==> config.mk <==
export PLATFORM = sky130hd
export DESIGN_NAME = data_memory
export DESIGN_NICKNAME = d
export VERILOG_FILES = /design/src/logic/lsq_pkg.sv /design/src/logic/data_memory.sv
export SDC_FILE = /design/constraint.sdc
export NUM_CORES = 2
export LEC_CHECK = 0
export BUFFER_PORTS_ARGS = -buffer_cell sky130_fd_sc_hd__buf_2
export CAP_MARGIN = 25
export CORE_MARGIN = 8
export CORE_UTILIZATION = 60
export CTS_BUF_LIST = sky130_fd_sc_hd__clkbuf_4 sky130_fd_sc_hd__clkbuf_8
export DETAILED_ROUTE_END_ITERATION = 10
export PLACE_DENSITY = 0.75
export SETUP_SLACK_MARGIN = 0.5
export SLEW_MARGIN = 20
export SYNTH_ARGS = -nofsm -noshare
export SYNTH_HDL_FRONTEND = slang
export SYNTH_SLANG_ARGS = --single-unit
==> constraint.sdc <==
create_clock -name clock -period 2.71 [get_ports clock]
set_input_delay 0.542 -clock clock [delete_from_list [all_inputs] [get_ports clock]]
set_output_delay 0.542 -clock clock [all_outputs]
set_load 0.005 [all_outputs]
==> src/logic/lsq_pkg.sv <==
`default_nettype none

package lsq_pkg;

    // --------------------
    // sizes and constants
    // --------------------

    // reorder buffer depth, sets the rob index width
    localparam int ROB_SIZE = 32;
    // data memory depth in words
    localparam int MEM_WORDS = 64;
    // every memory word starts as its index plus this key
    localparam logic [31:0] MEM_INIT_KEY = 32'h5A000000;

    typedef logic [31:0] word_t;
    typedef logic [31:0] addr_t;
    typedef logic [$clog2(ROB_SIZE)-1:0] rob_idx_t;
    // wide enough for any load queue up to 256 entries
    typedef logic [7:0] tag_t;

    // --------------------
    // queue entries
    // --------------------

    // one load queue slot
    typedef struct packed {
        logic     valid;
        logic     issued;
        logic     data_valid;
        addr_t    addr;
        rob_idx_t rob_idx;
        word_t    data;
    } lq_entry_t;

    // what the load queue sees of each store slot
    typedef struct packed {
        logic     valid;
        logic     addr_valid;
        rob_idx_t rob_idx;
    } sq_view_t;

    // --------------------
    // memory traffic
    // --------------------

    typedef struct packed {
        addr_t addr;
        tag_t  tag;
    } mem_req_t;

    typedef struct packed {
        word_t data;
        tag_t  tag;
    } mem_rsp_t;

    typedef struct packed {
        logic  valid;
        addr_t addr;
        word_t data;
    } store_write_t;

    // age compare against the rob head
    // distance wraps mod ROB_SIZE through the index width
    function automatic logic is_older(input rob_idx_t a, input rob_idx_t b,
                                      input rob_idx_t head);
        rob_idx_t dist_a;
        rob_idx_t dist_b;
        dist_a = a - head;
        dist_b = b - head;
        return dist_a < dist_b;
    endfunction

endpackage

`default_nettype wire

==> src/logic/data_memory.sv <==
`default_nettype none

module data_memory #(
    parameter int MEM_LATENCY = 2
) (
    input  wire logic                  clock,
    input  wire logic                  reset,
    input  wire logic                  req_valid_i,
    input  wire lsq_pkg::mem_req_t     req_i,
    output logic                       req_accept_o,
    output logic                       rsp_valid_o,
    output lsq_pkg::mem_rsp_t          rsp_o,
    input  wire lsq_pkg::store_write_t store_write_i
);
    import lsq_pkg::*;

    localparam int WIDX_W = $clog2(MEM_WORDS);

    word_t                  mem [MEM_WORDS];
    logic [MEM_LATENCY-1:0] pipe_valid;
    mem_rsp_t               pipe_rsp [MEM_LATENCY];

    // one port, a store write takes it for the cycle
    assign req_accept_o = !store_write_i.valid;

    // contents rule, and commit writes by word index
    always_ff @(posedge clock) begin
        if (reset) begin
            for (int i = 0; i < MEM_WORDS; i++) begin
                mem[i] <= word_t'(i) + MEM_INIT_KEY;
            end
        end else if (store_write_i.valid) begin
            mem[store_write_i.addr[WIDX_W+1:2]] <= store_write_i.data;
        end
    end

    // read pipeline, data sampled when the request is accepted
    always_ff @(posedge clock) begin
        if (reset) begin
            pipe_valid <= '0;
        end else begin
            pipe_valid[0] <= req_valid_i && req_accept_o;
            for (int s = 1; s < MEM_LATENCY; s++) begin
                pipe_valid[s] <= pipe_valid[s-1];
            end
        end
    end

    always_ff @(posedge clock) begin
        pipe_rsp[0].data <= mem[req_i.addr[WIDX_W+1:2]];
        pipe_rsp[0].tag  <= req_i.tag;
        for (int s = 1; s < MEM_LATENCY; s++) begin
            pipe_rsp[s] <= pipe_rsp[s-1];
        end
    end

    assign rsp_valid_o = pipe_valid[MEM_LATENCY-1];
    assign rsp_o       = pipe_rsp[MEM_LATENCY-1];

endmodule

`default_nettype wire

==> summary.txt <==
Synthesis
  • Synthesized Nets: 6139
  • Seq cells post-synth: 2130
  • Syn Inst Count: between 6000 and 7000
  • Sequential-to-total area share from yosys stat: 66.3%
  • YS warnings: 0
  • Ys async rst share: 0%
  • Synth Flop Type: edfxtp_1
  • Synthesized area: 0.0952 mm2
  • Post-synth EDFFs: 2048
  • Syn avg cell area: 15.8 um2
  • Netlist cell types: 49

Clock tree
  • Clock-pin slew on the worst setup and hold paths: 60 ps
  • Cts bufs inserted: 350
  • Post-CTS setup buffer count: 0
  • CTS tree: done
  • Clk Tree Root Cell: clkbuf_8
  • Worst skew pair latency: between 1000 and 1500 ps
  • Htree depth: 5
  • Bufs on Longest Clock Path: 4
  • Clk sinks: 2130

Timing
  • Pins Over Slew Limit: 0
  • Final TNS setup: 0 ps
  • Final Cycle Share: 81.8%
  • Final hold violation count: 0
  • Crit path time final: 2220 ps
  • Final Setup Violations: 0
  • Post-route setup slack: around 490 ps
  • Worst rel slew slack: 27.7%
  • RSZ-0062 raised after global routing: false
  • WHS: 154 ps
  • Fmax: about 450 MHz
  • Measured slew at the worst slew-check pin: roughly 1100 ps
  • Clock Skews: between 50 and 60 ps

Floorplanning
  • # IOs: 150
  • Chip height: 414 um
  • Initial Util: between 60% and 70%
  • Die area: 0.172 mm2
  • # rows: 146
  • Die Width: 414 um
  • Core Box Area: 0.158 mm2

Detailed routing
  • First-pass iteration count of the detailed router: 5
  • Final WL: 268 mm
  • Initial drt markers: 7071
  • WL/cell: around 31 um
  • Vias: between 50000 and 60000
  • Drt drc: 0
  • Post-route ant nets: 0
  • Number of vias per cell: 6.41

Setup path
  • Max incr delay on CP: 530 ps
  • Critical path data arrival time: 3060 ps
  • Crit-path cells: buf_8 -> buf_12 -> buf_12 -> mux4_2 -> o221ai_1 -> a21oi_1 -> a21oi_1 -> buf_4 -> a221oi_1
  • Crit Path Class: in -> reg
  • Startpoint Class: input pin
  • Crit-path leading delay family: buffers and inverters
  • CP max-delay cell: mux4_2
  • Worst Path Buf+Inv: 4
  • Element type at the critical path end: flop
  • Required @ worst endpoint: approximately 3600 ps
  • CP max FO: 25

Finish
  • P&R area growth vs syn: 14.3%
  • Commonest cells after routing, fill and taps aside: 2048 x edfxtp_1, 1603 x and2_1, 486 x mux4_2, 450 x or3_1, 433 x buf_4
  • # nets final: 6510
  • Post-Layout Cell Count: ~8700
  • Share of cells above drive strength 1: 27.6%
  • Fillers: 10287
  • Most common cell after layout, fill and taps aside: edfxtp_1

Pwr
  • PwrDens: about 660 mW/mm2
  • Max VDD drop: 0.000487 V
  • Pleak: 38.3 nW

Global route
  • Vias in the first global route: 57032
  • Largest net degree at the start of global routing: 69
  • Total GRT Usage: between 30% and 40%
  • First-pass GRT wire length: 387 mm
  • Initial antenna violation count: 16
  • Gr ovfl total: 0

Place
  • PortBufs: 97
  • Inst Count DP: 8111
  • Final HPWL DP: 166 mm
  • Final GP Congestion: just over 0.9
  • Dpl ws: -606 ps

Flow run
  • Max Cap Viol: 0

Hold path
  • Min-delay worst type: in -> reg

Outcome
  • Status: complete, no violations
## area by class of cell
class                      instances  area, um2  share of cell area [%]
clock inverter                   104        519                   0.477
multi-input combinational       3210      29100                    26.8
inverter                           1       3.75                 0.00345
timing repair buffer             709       7270                    6.68
sequential                      2130      63100                    58.0
antenna                            7       17.5                  0.0161
clock buffer                     501       6140                    5.64
tap                             2072       2590                    2.38
## cell families (layout without fill, tap and decap cells)
| group | after synthesis | in the layout | share of synthesized area [%] |
|---|---|---|---|
| compound gates | 270 | 270 | 2.23 |
| buf+inv | 691 | 1315 | 3.34 |
| flops | 2130 | 2130 | 66.3 |
| mux | 661 | 661 | 13.3 |
| other cells | 0 | 7 | 0 |
| simple gates | 2279 | 2279 | 14.7 |
## synthesized netlist by cell type, types with 3 or more instances
cell,instances,area (um2)
or3_1,450,2820
buf_1,39,146
or3b_2,3,26.3
a221oi_2,5,75.1
edfxtp_1,2048,61500
a22oi_1,18,135
nand2_1,18,67.6
and2_1,1604,10000
o221ai_1,26,228
nor2b_1,18,113
o22ai_1,14,87.6
or2_2,66,413
nor4_1,4,25.0
dfxtp_1,82,1640
nor2_1,79,297
mux2_2,7,78.8
buf_4,74,556
a221oi_1,79,692
a21oi_1,48,240
nand3_1,7,35.0
nand3b_1,7,52.6
and3_1,3,18.8
buf_2,63,315
o21ai_0,8,40.0
a22o_1,50,438
nand2b_1,7,43.8
a31oi_1,7,43.8
mux4_2,486,10900
nor3_1,7,35.0
buf_8,5,75.1
buf_6,23,259
clkbuf_1,485,1820
mux2i_1,168,1680
## worst paths after layout
path              cells after the start  slack [ps]               to             start
hold reg to reg                       0         320  pipe_rsp[0][47]    pipe_rsp[0][7]
setup reg to reg                      6         540  pipe_rsp[0][13]        mem[41][5]
setup / recovery                      9         490  pipe_rsp[0][12]         req_i[10]
hold / removal                        3         150        mem[2][1]  store_write_i[1]
## worst reg2reg max path, delay by kind of cell, from the launching register on
family | cells | cell delay [ps]
mux | 1 | 460
compound gates | 4 | 930
flops | 1 | 380
buf+inv | 1 | 240
## where the power goes
part           leakage, nW  internal (mW)  switching [mW]
registers             20.4           37.8           0.556
clock network         3.56           14.8            12.5
logic                 14.3           2.78            3.82
total                 38.3           55.3            16.8
## stage by stage
step / utilization (%) / cell area, um2 / power, mW
global placement: 64.5 / 102000 / 45.3
floorplan: - / 95300 / 42.2
global route: 68.8 / 109000 / 74.1
detailed placement: 64.5 / 102000 / 45.5
finish: 68.8 / 109000 / 72.2
CTS: 68.8 / 109000 / 72.4
## timing repair
item	4_1_cts	5_1_grt
hold endpoints to repair	10	0
resized for setup	2	1
endpoints found under the setup margin	1	1
hold buffers	11	0
gates cloned	0	0
## state kept, by name, indices dropped and copies added (netlist names)
| name | count |
|---|---|
| pipe_rsp | 80 |
| pipe_valid | 2 |
| mem | 2048 |
## routing by layer
layer	vias up	part of all wire (%)	GRT usage, %
li1	23361	-	-
met1	28489	35	39.7
met2	3496	48	49.3
met3	679	11	7.13
met4	2	5.7	15.5
met5	-	0.0030	0
No activity file was read; power rests on OpenSTA's default activity.
