File: config.mk
export PLATFORM = sky130hd
export DESIGN_NAME = store_queue
export DESIGN_NICKNAME = d
export VERILOG_FILES = /design/src/logic/lsq_pkg.sv /design/src/logic/store_queue.sv
export SDC_FILE = /design/constraint.sdc
export NUM_CORES = 1
export LEC_CHECK = 0
export BUFFER_PORTS_ARGS = -buffer_cell sky130_fd_sc_hd__buf_2
export CAP_MARGIN = 20
export CORE_MARGIN = 8
export CORE_UTILIZATION = 39
export DETAILED_ROUTE_END_ITERATION = 8
export PLACE_DENSITY = 0.6
export RECOVER_POWER = 50
export SETUP_SLACK_MARGIN = 0.02
export SYNTH_ARGS = -nofsm -noshare
export SYNTH_HDL_FRONTEND = slang
export SYNTH_SLANG_ARGS = --single-unit
export TNS_END_PERCENT = 20
File: constraint.sdc
create_clock -name clock -period 22 [get_ports clock]
set_input_delay 0 -clock clock [delete_from_list [all_inputs] [get_ports clock]]
set_output_delay 0 -clock clock [all_outputs]
set_load 0.05 [all_outputs]
File: src/logic/lsq_pkg.sv
`default_nettype none

package lsq_pkg;

    // --------------------
    // sizes and constants
    // --------------------

    // reorder buffer depth, sets the rob index width
    localparam int ROB_SIZE = 32;
    // data memory depth in words
    localparam int MEM_WORDS = 64;
    // every memory word starts as its index plus this key
    localparam logic [31:0] MEM_INIT_KEY = 32'h5A000000;

    typedef logic [31:0] word_t;
    typedef logic [31:0] addr_t;
    typedef logic [$clog2(ROB_SIZE)-1:0] rob_idx_t;
    // wide enough for any load queue up to 256 entries
    typedef logic [7:0] tag_t;

    // --------------------
    // queue entries
    // --------------------

    // one load queue slot
    typedef struct packed {
        logic     valid;
        logic     issued;
        logic     data_valid;
        addr_t    addr;
        rob_idx_t rob_idx;
        word_t    data;
    } lq_entry_t;

    // what the load queue sees of each store slot
    typedef struct packed {
        logic     valid;
        logic     addr_valid;
        rob_idx_t rob_idx;
    } sq_view_t;

    // --------------------
    // memory traffic
    // --------------------

    typedef struct packed {
        addr_t addr;
        tag_t  tag;
    } mem_req_t;

    typedef struct packed {
        word_t data;
        tag_t  tag;
    } mem_rsp_t;

    typedef struct packed {
        logic  valid;
        addr_t addr;
        word_t data;
    } store_write_t;

    // age compare against the rob head
    // distance wraps mod ROB_SIZE through the index width
    function automatic logic is_older(input rob_idx_t a, input rob_idx_t b,
                                      input rob_idx_t head);
        rob_idx_t dist_a;
        rob_idx_t dist_b;
        dist_a = a - head;
        dist_b = b - head;
        return dist_a < dist_b;
    endfunction

endpackage

`default_nettype wire

File: src/logic/store_queue.sv
`default_nettype none

module store_queue #(
    parameter int SQ_SIZE = 8
) (
    input  wire logic                   clock,
    input  wire logic                   reset,
    // dispatch, address still unknown
    input  wire logic                   enq_i,
    input  wire lsq_pkg::rob_idx_t      enq_rob_idx_i,
    input  wire lsq_pkg::word_t         enq_data_i,
    output logic                        full_o,
    // late address fill by slot
    input  wire logic                   addr_valid_i,
    input  wire [$clog2(SQ_SIZE)-1:0]   addr_idx_i,
    input  wire lsq_pkg::addr_t         addr_i,
    // commit frees the head
    input  wire logic                   commit_i,
    input  wire lsq_pkg::rob_idx_t      rob_head_i,
    // forwarding query from the load queue
    input  wire logic                   query_valid_i,
    input  wire lsq_pkg::addr_t         query_addr_i,
    input  wire lsq_pkg::rob_idx_t      query_rob_idx_i,
    output logic                        fwd_valid_o,
    output lsq_pkg::word_t              fwd_data_o,
    output lsq_pkg::sq_view_t           view_o [SQ_SIZE],
    output lsq_pkg::store_write_t       store_write_o
);
    import lsq_pkg::*;

    localparam int IDX_W = $clog2(SQ_SIZE);

    sq_view_t               ctrl [SQ_SIZE];
    addr_t                  st_addr [SQ_SIZE];
    word_t                  st_data [SQ_SIZE];
    logic [IDX_W-1:0]       head;
    logic [IDX_W-1:0]       tail;
    logic [$clog2(SQ_SIZE+1)-1:0] count;
    logic [IDX_W-1:0]       best;
    logic                   do_enq;
    logic                   do_commit;

    function automatic logic [IDX_W-1:0] next_ptr(input logic [IDX_W-1:0] ptr);
        return (ptr == IDX_W'(SQ_SIZE - 1)) ? '0 : ptr + 1'b1;
    endfunction

    assign full_o    = (count == SQ_SIZE);
    assign do_enq    = enq_i && !full_o;
    assign do_commit = commit_i && (count != 0);
    assign view_o    = ctrl;

    // --------------------
    // forwarding search
    // --------------------

    // youngest store older than the load with a known matching word
    always_comb begin
        fwd_valid_o = 1'b0;
        best        = '0;
        for (int i = 0; i < SQ_SIZE; i++) begin
            if (query_valid_i && ctrl[i].valid && ctrl[i].addr_valid
                    && (st_addr[i][31:2] == query_addr_i[31:2])
                    && is_older(ctrl[i].rob_idx, query_rob_idx_i, rob_head_i)) begin
                if (!fwd_valid_o || is_older(ctrl[best].rob_idx, ctrl[i].rob_idx, rob_head_i)) begin
                    fwd_valid_o = 1'b1;
                    best        = IDX_W'(i);
                end
            end
        end
    end

    assign fwd_data_o = st_data[best];

    // memory takes the head store at the same edge it leaves the queue
    always_comb begin
        store_write_o.valid = do_commit && ctrl[head].valid && ctrl[head].addr_valid;
        store_write_o.addr  = st_addr[head];
        store_write_o.data  = st_data[head];
    end

    // --------------------
    // state update
    // --------------------

    always_ff @(posedge clock) begin
        if (reset) begin
            head  <= '0;
            tail  <= '0;
            count <= '0;
            for (int i = 0; i < SQ_SIZE; i++) begin
                ctrl[i].valid      <= 1'b0;
                ctrl[i].addr_valid <= 1'b0;
            end
        end else begin
            if (do_enq) begin
                ctrl[tail].valid      <= 1'b1;
                ctrl[tail].addr_valid <= 1'b0;
                ctrl[tail].rob_idx    <= enq_rob_idx_i;
                st_data[tail]         <= enq_data_i;
                tail                  <= next_ptr(tail);
            end
            if (addr_valid_i) begin
                ctrl[addr_idx_i].addr_valid <= 1'b1;
                st_addr[addr_idx_i]         <= addr_i;
            end
            if (do_commit) begin
                ctrl[head].valid <= 1'b0;
                head             <= next_ptr(head);
            end
            case ({do_enq, do_commit})
                2'b10:   count <= count + 1'b1;
                2'b01:   count <= count - 1'b1;
                default: count <= count;
            endcase
        end
    end

endmodule

`default_nettype wire

==> summary.md, run 1 <==
| Metric | Value |
|---|---|
| Outcome | finished with violations |
| Violated checks | max-capacitance violations, max-slew violations |
| Fmax | 47.71 MHz |
| Slew margin rel. | -75.24% |
| Setup_tns | 0 ns |
| Layout area overhead | 17.67% |
| Yosys warns | 0 |
| Min Clock Period, post-route | 20.96 ns |
| Number of synthesized flops with an enable pin | 552 |
| Share of cells above drive strength 1 | 21.01% |
| DRT iter0 DRCs | 2551 |
| Seq/Total Area, Yosys | 53.21% |
| Synth area leaders | edfxtp_1, mux4_2, xor2_1 |
| Root Buffer | clkbuf_16 |
| Class of the most critical setup path | register to output pin |
| Final Max Slew Viols | 85 |
| Placeable Area | 81980 um^2 |
| Mean Syn Cell Area | 13.49 um^2 |
| Mux cell area share after synthesis | 14.64% |
| #FFs+latches synth | 581 |
| Worst setup SP type | register |
| Metal3 WL | 10300 um |
| Post-synth top cells | edfxtp_1, xor2_1, nand2_1 |
| DR vias | 23088 |
| Largest family of logic cells by synthesized area | multiplexers |
| Total congestion overflow | 0 |
| Met2 wire len | 52830 um |
| Die Ht | 303.5 um |
| Uppermost layer routed | met5 |
| Die W | 303.5 um |
| Net Count, Synth | 2637 |
| CTS H-tree lvls | 3 |
| Cell Area, Synth | 32240 um^2 |
| Die area | 92140 um^2 |
| Critical Path AT | 20.96 ns |
| Sequential cell area | 17170 um^2 |
| Simple-gate share of the synthesized area | 8.762% |
| Final setup fails | 0 |
| Library cells used by synthesis | 84 |
| Final hold slack | 0.01191 ns |
| Vias per cell | 5.952 |
| Worst vdd ir | 0.00007766 V |
| Reg clk slew, reported paths | 0.06 ns |
| Std-Cell Rows | 105 |
| ANT nets after route | 0 |
| DRC Markers | 0 |
| Number of nets in the layout | 2999 |
| Port Buffer Count | 272 |
| Slew @ Worst Pin | 2.629 ns |
| Cts bufs inserted | 67 |
| RSZ-0062 raised after global routing | true |
| CP max-delay cell | or3_1 |
| Io pins | 275 |
| Final Cycle Share | 95.27% |
| Post-synthesis compound-gate area fraction | 7.272% |
| Setup crit end kind | output pin |
| Power per cell area | 84.90 nW/um^2 |
| Fin. Hold Viols | 0 |
| Post-DP HPWL | 81610 um |
| Post-synthesis xor/xnor area fraction | 8.122% |
| Top_reg_cell synth | edfxtp_1 |
| Final Skew | 0.03168 ns |
| First-pass GRT wire length | 161800 um |
| Max-cap violations | 3 |
| Max Root-Sink Buffers | 3 |
| Most common cell in the netlist | edfxtp_1 |
| Initial antenna violation count | 10 |
| Number of global-route vias before repair | 23317 |
| Pin count of the biggest net entering global routing | 57 |
| Largest area contributor in the netlist | edfxtp_1 |
| Leakage power | 13.53 nW |
| Total GRT Usage | 24.11% |
| Drt wl/cell | 29.26 um |
| Initial Util | 39.33% |
| Adder-cell share of the synthesized area | 5.425% |
| Routability cong. | 0.9567 |
| CTS sink cnt | 581 |
| Hold Path Class | primary input to register |
| Area of the multi-input gates | 14440 um^2 |
| TritonCTS clock tree | done |
| Asr flop ratio synth | 0% |
| Worst-skew pair later-pin latency | 0.62 ns |
| M1 WL | 46820 um |
| WP data required | 22.00 ns |
| Filler instances | 7367 |
| Syn Inst Count | 2390 |
| First-pass DRT Iterations | 6 |
| Final WL | 113500 um |
| Crit-path max FO | 15 |
| Largest stage delay, worst path | 0.50 ns |
| Top cell type's share of synthesized area | 51.41% |
cell type report:
| type | instances | area share [%] |
|---|---|---|
| antenna | 5 | 0.03298 |
| clock buffer | 83 | 4.577 |
| clock inverter | 38 | 1.283 |
| inverter | 89 | 0.8805 |
| multi-input combinational | 1607 | 38.06 |
| sequential | 581 | 45.25 |
| tap | 1070 | 3.529 |
| timing repair buffer | 406 | 6.391 |
kinds of logic after synthesis:
kind of cell,count (synthesis)
DFF,581
and+or+nand+nor,539
AOI/OAI and AO/OA,341
xor gates and xnor gates,299
muxes,297
buffers and inverters,202
adders and majority gates,131
stage by stage:
step                      area (um^2)  std cells  utilization (%)  total power [mW]  setup slack (ns)
final                           37940       3879            46.28             3.221             1.040
after global placement          35040       3672            42.74             2.106            0.7459
after global routing            37930       3875            46.27             3.336           0.01478
after floorplan                 32240       2390                -             1.878             1.656
after CTS                       38040       3869            46.40             3.241           0.06110
after detailed placement        35040       3672            42.74             2.118            0.2725
layout by cell type (no fill, tap or decap), types with 49 or more instances in the layout:
| master | n |
|---|---|
| nand3_1 | 50 |
| a21o_1 | 49 |
| buf_2 | 143 |
| mux4_2 | 130 |
| inv_1 | 88 |
| nand2_1 | 135 |
| dlygate4sd3_1 | 76 |
| clkbuf_1 | 145 |
| nor2_1 | 70 |
| xor2_1 | 201 |
| buf_4 | 54 |
| edfxtp_1 | 552 |
| ha_1 | 111 |
| clkbuf_16 | 67 |
| a21oi_1 | 84 |
| nor4_1 | 73 |
| mux2_2 | 98 |
| xnor2_1 | 98 |
| mux2i_1 | 69 |
worst max-delay path, delay by kind of cell (launching register included):
kind	cells	cell delay, ns
adder cells (fa/ha/maj)	16	5.06
flip-flops	1	0.47
multiplexers	5	1.31
buffers and inverters	8	1.03
AND/OR/NAND/NOR	11	2.56
AO/OA/AOI/OAI	40	8.42
XOR/XNOR	8	1.46
report_power, final:
part / switching [mW] / internal [mW]
logic: 0.524 / 0.299
clock network: 0.480 / 0.635
registers: 0.0411 / 1.24
flip-flops by register name, indices dropped and copies added (netlist names), named ones only:
register	count
count	4
head	3
st_addr	256
st_data	256
tail	3
view_o	16
repair_timing:
action / in CTS / in global routing
buffers inserted: 0 / 5
endpoints found under the setup margin: 32 / 32
pin swaps: 0 / 0
resized for setup: 4 / 16
hold buffers: 76 / 0
endpoints found under the hold margin: 569 / 0
path summary, 6_finish.rpt:
path | from | end | slack [ns] | cells after the start
worst min-delay path | addr_idx_i[0] | st_addr[6][1] | 0.01 | 4
worst min register to register | count[3] | count[3] | 0.52 | 2
worst max register to register | count[0] | st_data[5][5] | 18.23 | 6
worst max-delay path | register | fwd_data_o[24] | 1.04 | 88
routing by layer:
| layer | track usage [%] | vias up |
|---|---|---|
| met4 | 7.229 | 14 |
| met5 | 0 | - |
| met1 | 32.55 | 11784 |
| li1 | - | 9985 |
| met3 | 5.091 | 189 |
| met2 | 39.02 | 1116 |
(Power assumes the default switching activity.)
==> run 2, diff against run 1 <==
- CELL_PAD_IN_SITES_DETAIL_PLACEMENT: unset -> 0
- CELL_PAD_IN_SITES_GLOBAL_PLACEMENT: unset -> 1
- PLACE_DENSITY: 0.6 -> 0.69
==> run 2 against run 1 <==
- the flow still finishes with violations (max-capacitance violations, max-slew violations)
- clock skew shrank 0.0064 ns
- first-iteration DRC count shrank 4.6%
- final area is essentially flat
- setup slack gained 0.12 ns
- clock-buffer cell count grew 2
- global-route usage shrank 0.17 points
- routed wire length is essentially flat
- via count is essentially flat
- clock power is essentially flat
- combinational power is essentially flat
- sequential power is essentially flat
- critical path type unchanged
==> summary.md, run 2 (same netlist as run 1, synthesis figures left out) <==
| Metric | Value |
|---|---|
| RSZ-0062 raised after global routing | false |
| Std-Cell Rows | 105 (unchanged) |
| Most frequent CP cell | a21o_1 |
| Class of the most critical setup path | register to output pin |
| Initial antenna violation count | 11 (+1) |
| Io pins | 275 (unchanged) |
| Port Buffer Count | 272 (unchanged) |
| Power per cell area | 85.27 nW/um^2 (+0.43%) |
| Vias per cell | 5.948 (about the same) |
| Most common cell after layout, fill and taps aside | edfxtp_1 |
| Total GRT Usage | 23.94% (-0.17 points) |
| Max-cap violations | 1 (-2) |
| ANT nets after route | 0 (unchanged) |
| CP Buf/Inv Count | 12 (+4) |
| Die W | 303.5 um (unchanged) |
| Slack of the critical path | 1.159 ns (+0.1196 ns) |
| Fin. Hold Viols | 0 (unchanged) |
| Worst setup SP type | register |
| Final Skew | 0.02530 ns (-0.006377 ns) |
| Root Buffer | clkbuf_16 |
| Leakage power | 13.54 nW (about the same) |
| Filler instances | 7415 (+0.65%) |
| Worst-skew pair later-pin latency | 0.62 ns (about the same) |
| DR vias | 23067 (-0.091%) |
| Fmax | 47.98 MHz (+0.57%) |
| Die area | 92140 um^2 (unchanged) |
| Largest stage delay, worst path | 0.51 ns (about the same) |
| Max Root-Sink Buffers | 3 (unchanged) |
| Final setup fails | 0 (unchanged) |
| Die Ht | 303.5 um (unchanged) |
| Placeable Area | 81980 um^2 (unchanged) |
| WP data required | 22.00 ns (about the same) |
| First-pass DRT Iterations | 5 (-1) |
| Routability cong. | 0.9879 (+3.3%) |
| Min Clock Period, post-route | 20.84 ns (-0.1196 ns) |
| Reg clk slew, reported paths | 0.07 ns (about the same) |
| DRT iter0 DRCs | 2433 (-4.6%) |
| CP max-delay cell | fa_1 |
| Pin count of the biggest net entering global routing | 57 (unchanged) |
| Worst vdd ir | 0.00007868 V (+1.3%) |
| Total congestion overflow | 0 (unchanged) |
| Final WL | 113400 um (about the same) |
| Final Max Slew Viols | 33 (-61%) |
| Setup crit end kind | output pin |
| CTS sink cnt | 581 (unchanged) |
| Number of nets in the layout | 2997 (-0.067%) |
| First-pass GRT wire length | 160700 um (-0.69%) |
| Setup_tns | 0 ns (unchanged) |
| Dpl ws | 0.6501 ns (+0.3776 ns) |
| Share of cells above drive strength 1 | 21.19% (+0.19 points) |
| Critical Path AT | 20.84 ns (-0.12 ns) |
| Delay-heaviest family, CP | compound AO/OA/AOI/OAI gates |
| Initial Util | 39.33% (unchanged) |
| Final Cycle Share | 94.73% (-0.54 points) |
| Hold Path Class | primary input to register |
| CTS H-tree lvls | 3 (unchanged) |
| TritonCTS clock tree | done |
| Layout area overhead | 17.61% (about the same) |
| Outcome | finished with violations |
| Drt wl/cell | 29.25 um (about the same) |
| Violated checks | max-capacitance violations, max-slew violations |
| Most frequent cells in the layout | edfxtp_1, xor2_1, buf_2 |
| Post-DP HPWL | 80670 um (-1.2%) |
| Crit-path max FO | 22 (+7) |
| Cts bufs inserted | 68 (+1.5%) |
| Slew @ Worst Pin | 2.602 ns (-0.02686 ns) |
| Number of global-route vias before repair | 23306 (-0.047%) |
| Slew margin rel. | -73.45% (+1.8 points) |
| DRC Markers | 0 (unchanged) |
## run 2: worst min-delay path, stage by stage
cell    delay, ns
buf_2        0.13
nor3_2       0.05
buf_4        0.32
## run 2: report_power, final
part | internal [mW] | total, mW | leakage (nW) | switching (mW)
sequential | 1.24 | 1.28 | 5.22 | 0.0415
combinational | 0.300 | 0.825 | 7.24 | 0.524
clock | 0.658 | 1.13 | 1.07 | 0.468
total | 2.20 | 3.23 | 13.5 | 1.03
## run 2: what timing repair did
action | in CTS | in global routing
pin swaps | 0 | 1
cloned | 0 | 0
buffers inserted | 0 | 6
setup endpoints to repair | 8 | 32
hold buffers | 72 | 0
gates resized for setup | 2 | 15
endpoints found under the hold margin | 563 | 0
## run 2: area by class of cell
class | count | area [um^2] | area share, %
sequential | 581 | 17170 | 45.27
multi-input combinational | 1607 | 14460 | 38.12
timing repair buffer | 403 | 2397 | 6.321
clock buffer | 85 | 1797 | 4.738
tap | 1070 | 1339 | 3.530
clock inverter | 38 | 421.7 | 1.112
inverter | 89 | 334.1 | 0.8809
antenna | 5 | 12.51 | 0.03299
## run 2: path summary, 6_finish.rpt
check / startpoint / end / slack, ns / depth (start not counted)
min reg2reg: count[3] / count[3] / 0.52 / 2
max reg2reg: count[0] / st_data[3][7] / 18.25 / 6
max: register / fwd_data_o[2] / 1.16 / 90
min: addr_idx_i[2] / st_addr[0][28] / 0.15 / 3
## run 2: through the flow
stage | area [um^2] | instances | utilization (%) | total power [mW] | hold WS, ns
after CTS | 37980 | 3867 | 46.33 | 3.254 | 0.1259
after global routing | 37910 | 3874 | 46.25 | 3.343 | 0.1511
final | 37920 | 3878 | 46.26 | 3.234 | 0.1543
after detailed placement | 35040 | 3672 | 42.74 | 2.121 | 0.2670
after global placement | 35040 | 3672 | 42.74 | 2.107 | 0.2586
after floorplan | 32240 | 2390 | - | 1.878 | 0.09887
## run 2: metal layers
layer  share of wire (%)  wire, um  track usage [%]  vias up
met5               0.069        78                0        -
met4                 3.4      3867            7.978       12
met3                 8.4      9526            4.743      225
met2                  47     53140            38.82     1081
met1                  41     46810            32.14    11743
li1                    -         -                -    10006
==> run 3, diff against run 2 <==
- CORE_MARGIN: 8 -> 10
- RECOVER_POWER: 50 -> 100
==> run 3 against run 2 <==
- the run still ends with max-capacitance violations, max-slew violations left
- hold slack improved by 0.092 ns
- core utilization decreased by 0.10 points
- power is 0.59% higher
- final area shrank 0.22%
- non-clock buffer count up 3
- highest routed layer unchanged
==> summary.md, run 3 (same netlist as run 1, synthesis figures left out) <==
| Metric | Value |
|---|---|
| Cts bufs inserted | 67 (-1.5%) |
| Final WL | 114800 um (+1.2%) |
| Layout area overhead | 17.35% |
| Std-Cell Rows | 105 (unchanged) |
| Fmax | 48.01 MHz (about the same) |
| Vias per cell | 5.884 (-1.1%) |
| Drt wl/cell | 29.57 um (+1.1%) |
| Reg clk slew, reported paths | 0.06 ns (about the same) |
| Worst setup SP type | register |
| Largest stage delay, worst path | 0.51 ns (about the same) |
| Worst vdd ir | 0.00006850 V (-13%) |
| First-pass DRT Iterations | 5 (unchanged) |
| Post-DP HPWL | 81880 um (+1.5%) |
| TritonCTS clock tree | done |
| Crit-path max FO | 23 (+4.5%) |
| Comb power frac | 26.1% (+0.6 points) |
| CTS H-tree lvls | 3 (unchanged) |
| Violated checks | max-capacitance violations, max-slew violations |
| Power Internal | 2.209 mW (+0.42%) |
| P_sw | 1.043 mW (+0.94%) |
| Worst hold path startpoint | addr_i[27] |
| Initial Util | 39.33% (unchanged) |
| Finished Cell Area | 37840 um^2 (-0.22%) |
| Final setup fails | 0 (unchanged) |
| Slew margin rel. | -218.0% (-140 points) |
| Most frequent CP cell | a21o_1 |
| Most common cell after layout, fill and taps aside | edfxtp_1 |
| Hold endpoint | st_addr[2][27] |
| WP data required | 22.00 ns (about the same) |
| Hold Path Class | primary input to register |
| Max-cap violations | 22 (+21) |
| Final Skew | 0.03340 ns (+0.008100 ns) |
| Worst-skew pair later-pin latency | 0.63 ns (about the same) |
| Fin. Hold Viols | 0 (unchanged) |
| Final hold slack | 0.2459 ns (+0.09161 ns) |
| Most frequent cells in the layout | edfxtp_1, clkbuf_1, xor2_1 |
| Pin count of the biggest net entering global routing | 66 (+16%) |
| Number of nets in the layout | 2999 (+0.067%) |
| Total GRT Usage | 23.72% (-0.23 points) |
| Setup_tns | 0 ns (unchanged) |
| Initial antenna violation count | 11 (unchanged) |
| Die Ht | 307.5 um (+1.3%) |
| Die W | 307.5 um (+1.3%) |
| Outcome | finished with violations |
| Seq pwr share | 39.4% (-0.3 points) |
| Number of global-route vias before repair | 23282 (-0.10%) |
| Clock power share | 34.5% (-0.3 points) |
| Inst Count DP | 3673 (+0.027%) |
| Total chip power | 3.253 mW (+0.59%) |
| Die area | 94580 um^2 (+2.7%) |
| Share of cells above drive strength 1 | 18.15% (-3.0 points) |
| DRT iter0 DRCs | 2363 (-2.9%) |
| Class of the most critical setup path | register to output pin |
| Final Max Slew Viols | 781 (+2300%) |
| Min Clock Period, post-route | 20.83 ns (-0.01204 ns) |
| Port Buffer Count | 272 (unchanged) |
| WHS Path Cells | 2 (-1) |
| Max Root-Sink Buffers | 3 (unchanged) |
| Slew @ Worst Pin | 4.769 ns (+2.168 ns) |
| First-pass GRT wire length | 163800 um (+2.0%) |
| Filler instances | 7439 (+0.32%) |
| Power per cell area | 85.96 nW/um^2 (+0.81%) |
| CTS sink cnt | 581 (unchanged) |
| Io pins | 275 (unchanged) |
| Reg-to-Reg End | st_data[4][4] |
| CP max-delay cell | fa_1 |
| Total congestion overflow | 0 (unchanged) |
| Leakage power | 13.31 nW (-1.7%) |
| Critical Path AT | 20.83 ns (about the same) |
| Routability cong. | 0.9647 (-2.3%) |
| Area post-placement | 35050 um^2 (about the same) |
| Root Buffer | clkbuf_16 |
| Post-route insts no fill | 3882 (+0.10%) |
| Final Cycle Share | 94.68% (about the same) |
| Reg-to-reg critical path startpoint | count[0] |
| R2R Setup Slk | 17.64 ns (-0.61 ns) |
| Sw frac | 32.08% (+0.11 points) |
| R2r worst-path depth | 8 (+2) |
| Setup crit end kind | output pin |
| DR vias | 22841 (-0.98%) |
| Placeable Area | 81980 um^2 (unchanged) |
| DRC Markers | 0 (unchanged) |
| ANT nets after route | 0 (unchanged) |
run 3: changes by cell type in the layout (fill, tap and decap cells not counted), moves of 3 or more:
| cell | previous run | this run |
|---|---|---|
| buf_2 | 144 | 60 |
| clkbuf_1 | 143 | 225 |
| clkbuf_2 | 0 | 21 |
| buf_4 | 55 | 36 |
| clkinv_16 | 1 | 5 |
| dlygate4sd3_1 | 72 | 75 |
run 3: repair_timing:
item	4_1_cts	5_1_grt
buffers inserted	0	4
hold buffers	75	0
setup endpoints to repair	1	32
gates resized for setup	1	23
pin swaps	0	0
endpoints found under the hold margin	567	0
run 3: worst max path at each step:
stage	startpoint	to	slack (ns)	cells past startpoint
2_1_floorplan	register	fwd_data_o[17]	1.66	98
3_3_place_gp	rob_head_i[0]	fwd_data_o[31]	0.68	92
3_5_place_dp	rob_head_i[0]	fwd_data_o[31]	0.63	93
4_1_cts	register	fwd_data_o[31]	0.05	92
5_1_grt	register	fwd_data_o[28]	-0.00004	94
6_report	register	fwd_data_o[26]	1.17	92
run 3: stage by stage:
stage,setup slack [ns],util (%)
4_1_cts,0.04508,46.41
2_1_floorplan,1.656,-
3_3_place_gp,0.6847,42.75
3_5_place_dp,0.6325,42.75
5_1_grt,-0.00004086,46.14
6_report,1.171,46.16
run 3: routing by layer:
layer  routed length [um]  vias up  track usage, %
li1                     -    10009               -
met1                48040    11676           32.02
met2                54140      975           38.45
met3                 9786      167           5.003
met4                 2741       14           6.139
met5                   85        -               0
run 3: power by group through the flow:
stage          clock network, mW  registers [mW]  logic (mW)
2_1_floorplan                  0            1.29       0.589
3_3_place_gp                   0            1.31       0.802
3_5_place_dp                   0            1.31       0.811
4_1_cts                     1.14            1.29       0.826
5_1_grt                     1.19            1.28       0.905
6_report                    1.12            1.28       0.849
run 3: area by class of cell:
class | instances | area [um^2] | share of cell area [%]
Sequential cell | 581 | 17160 | 45.35
Clock inverter | 38 | 504.2 | 1.333
Antenna cell | 7 | 17.52 | 0.04629
Inverter | 89 | 334.1 | 0.8828
Clock buffer | 84 | 1740 | 4.599
Tap cell | 1070 | 1339 | 3.538
Multi-Input combinational cell | 1607 | 14460 | 38.20
Timing Repair Buffer | 406 | 2288 | 6.048
run 3: critical path, delay by kind of cell, from the launching register on:
| kind | cells | cell delay, ns |
|---|---|---|
| AO/OA/AOI/OAI | 42 | 8.06 |
| adder cells (fa/ha/maj) | 18 | 5.64 |
| buffers and inverters | 14 | 2.16 |
| AND/OR/NAND/NOR | 10 | 1.87 |
| multiplexers | 4 | 1.30 |
| XOR/XNOR | 4 | 0.63 |
| flip-flops | 1 | 0.49 |
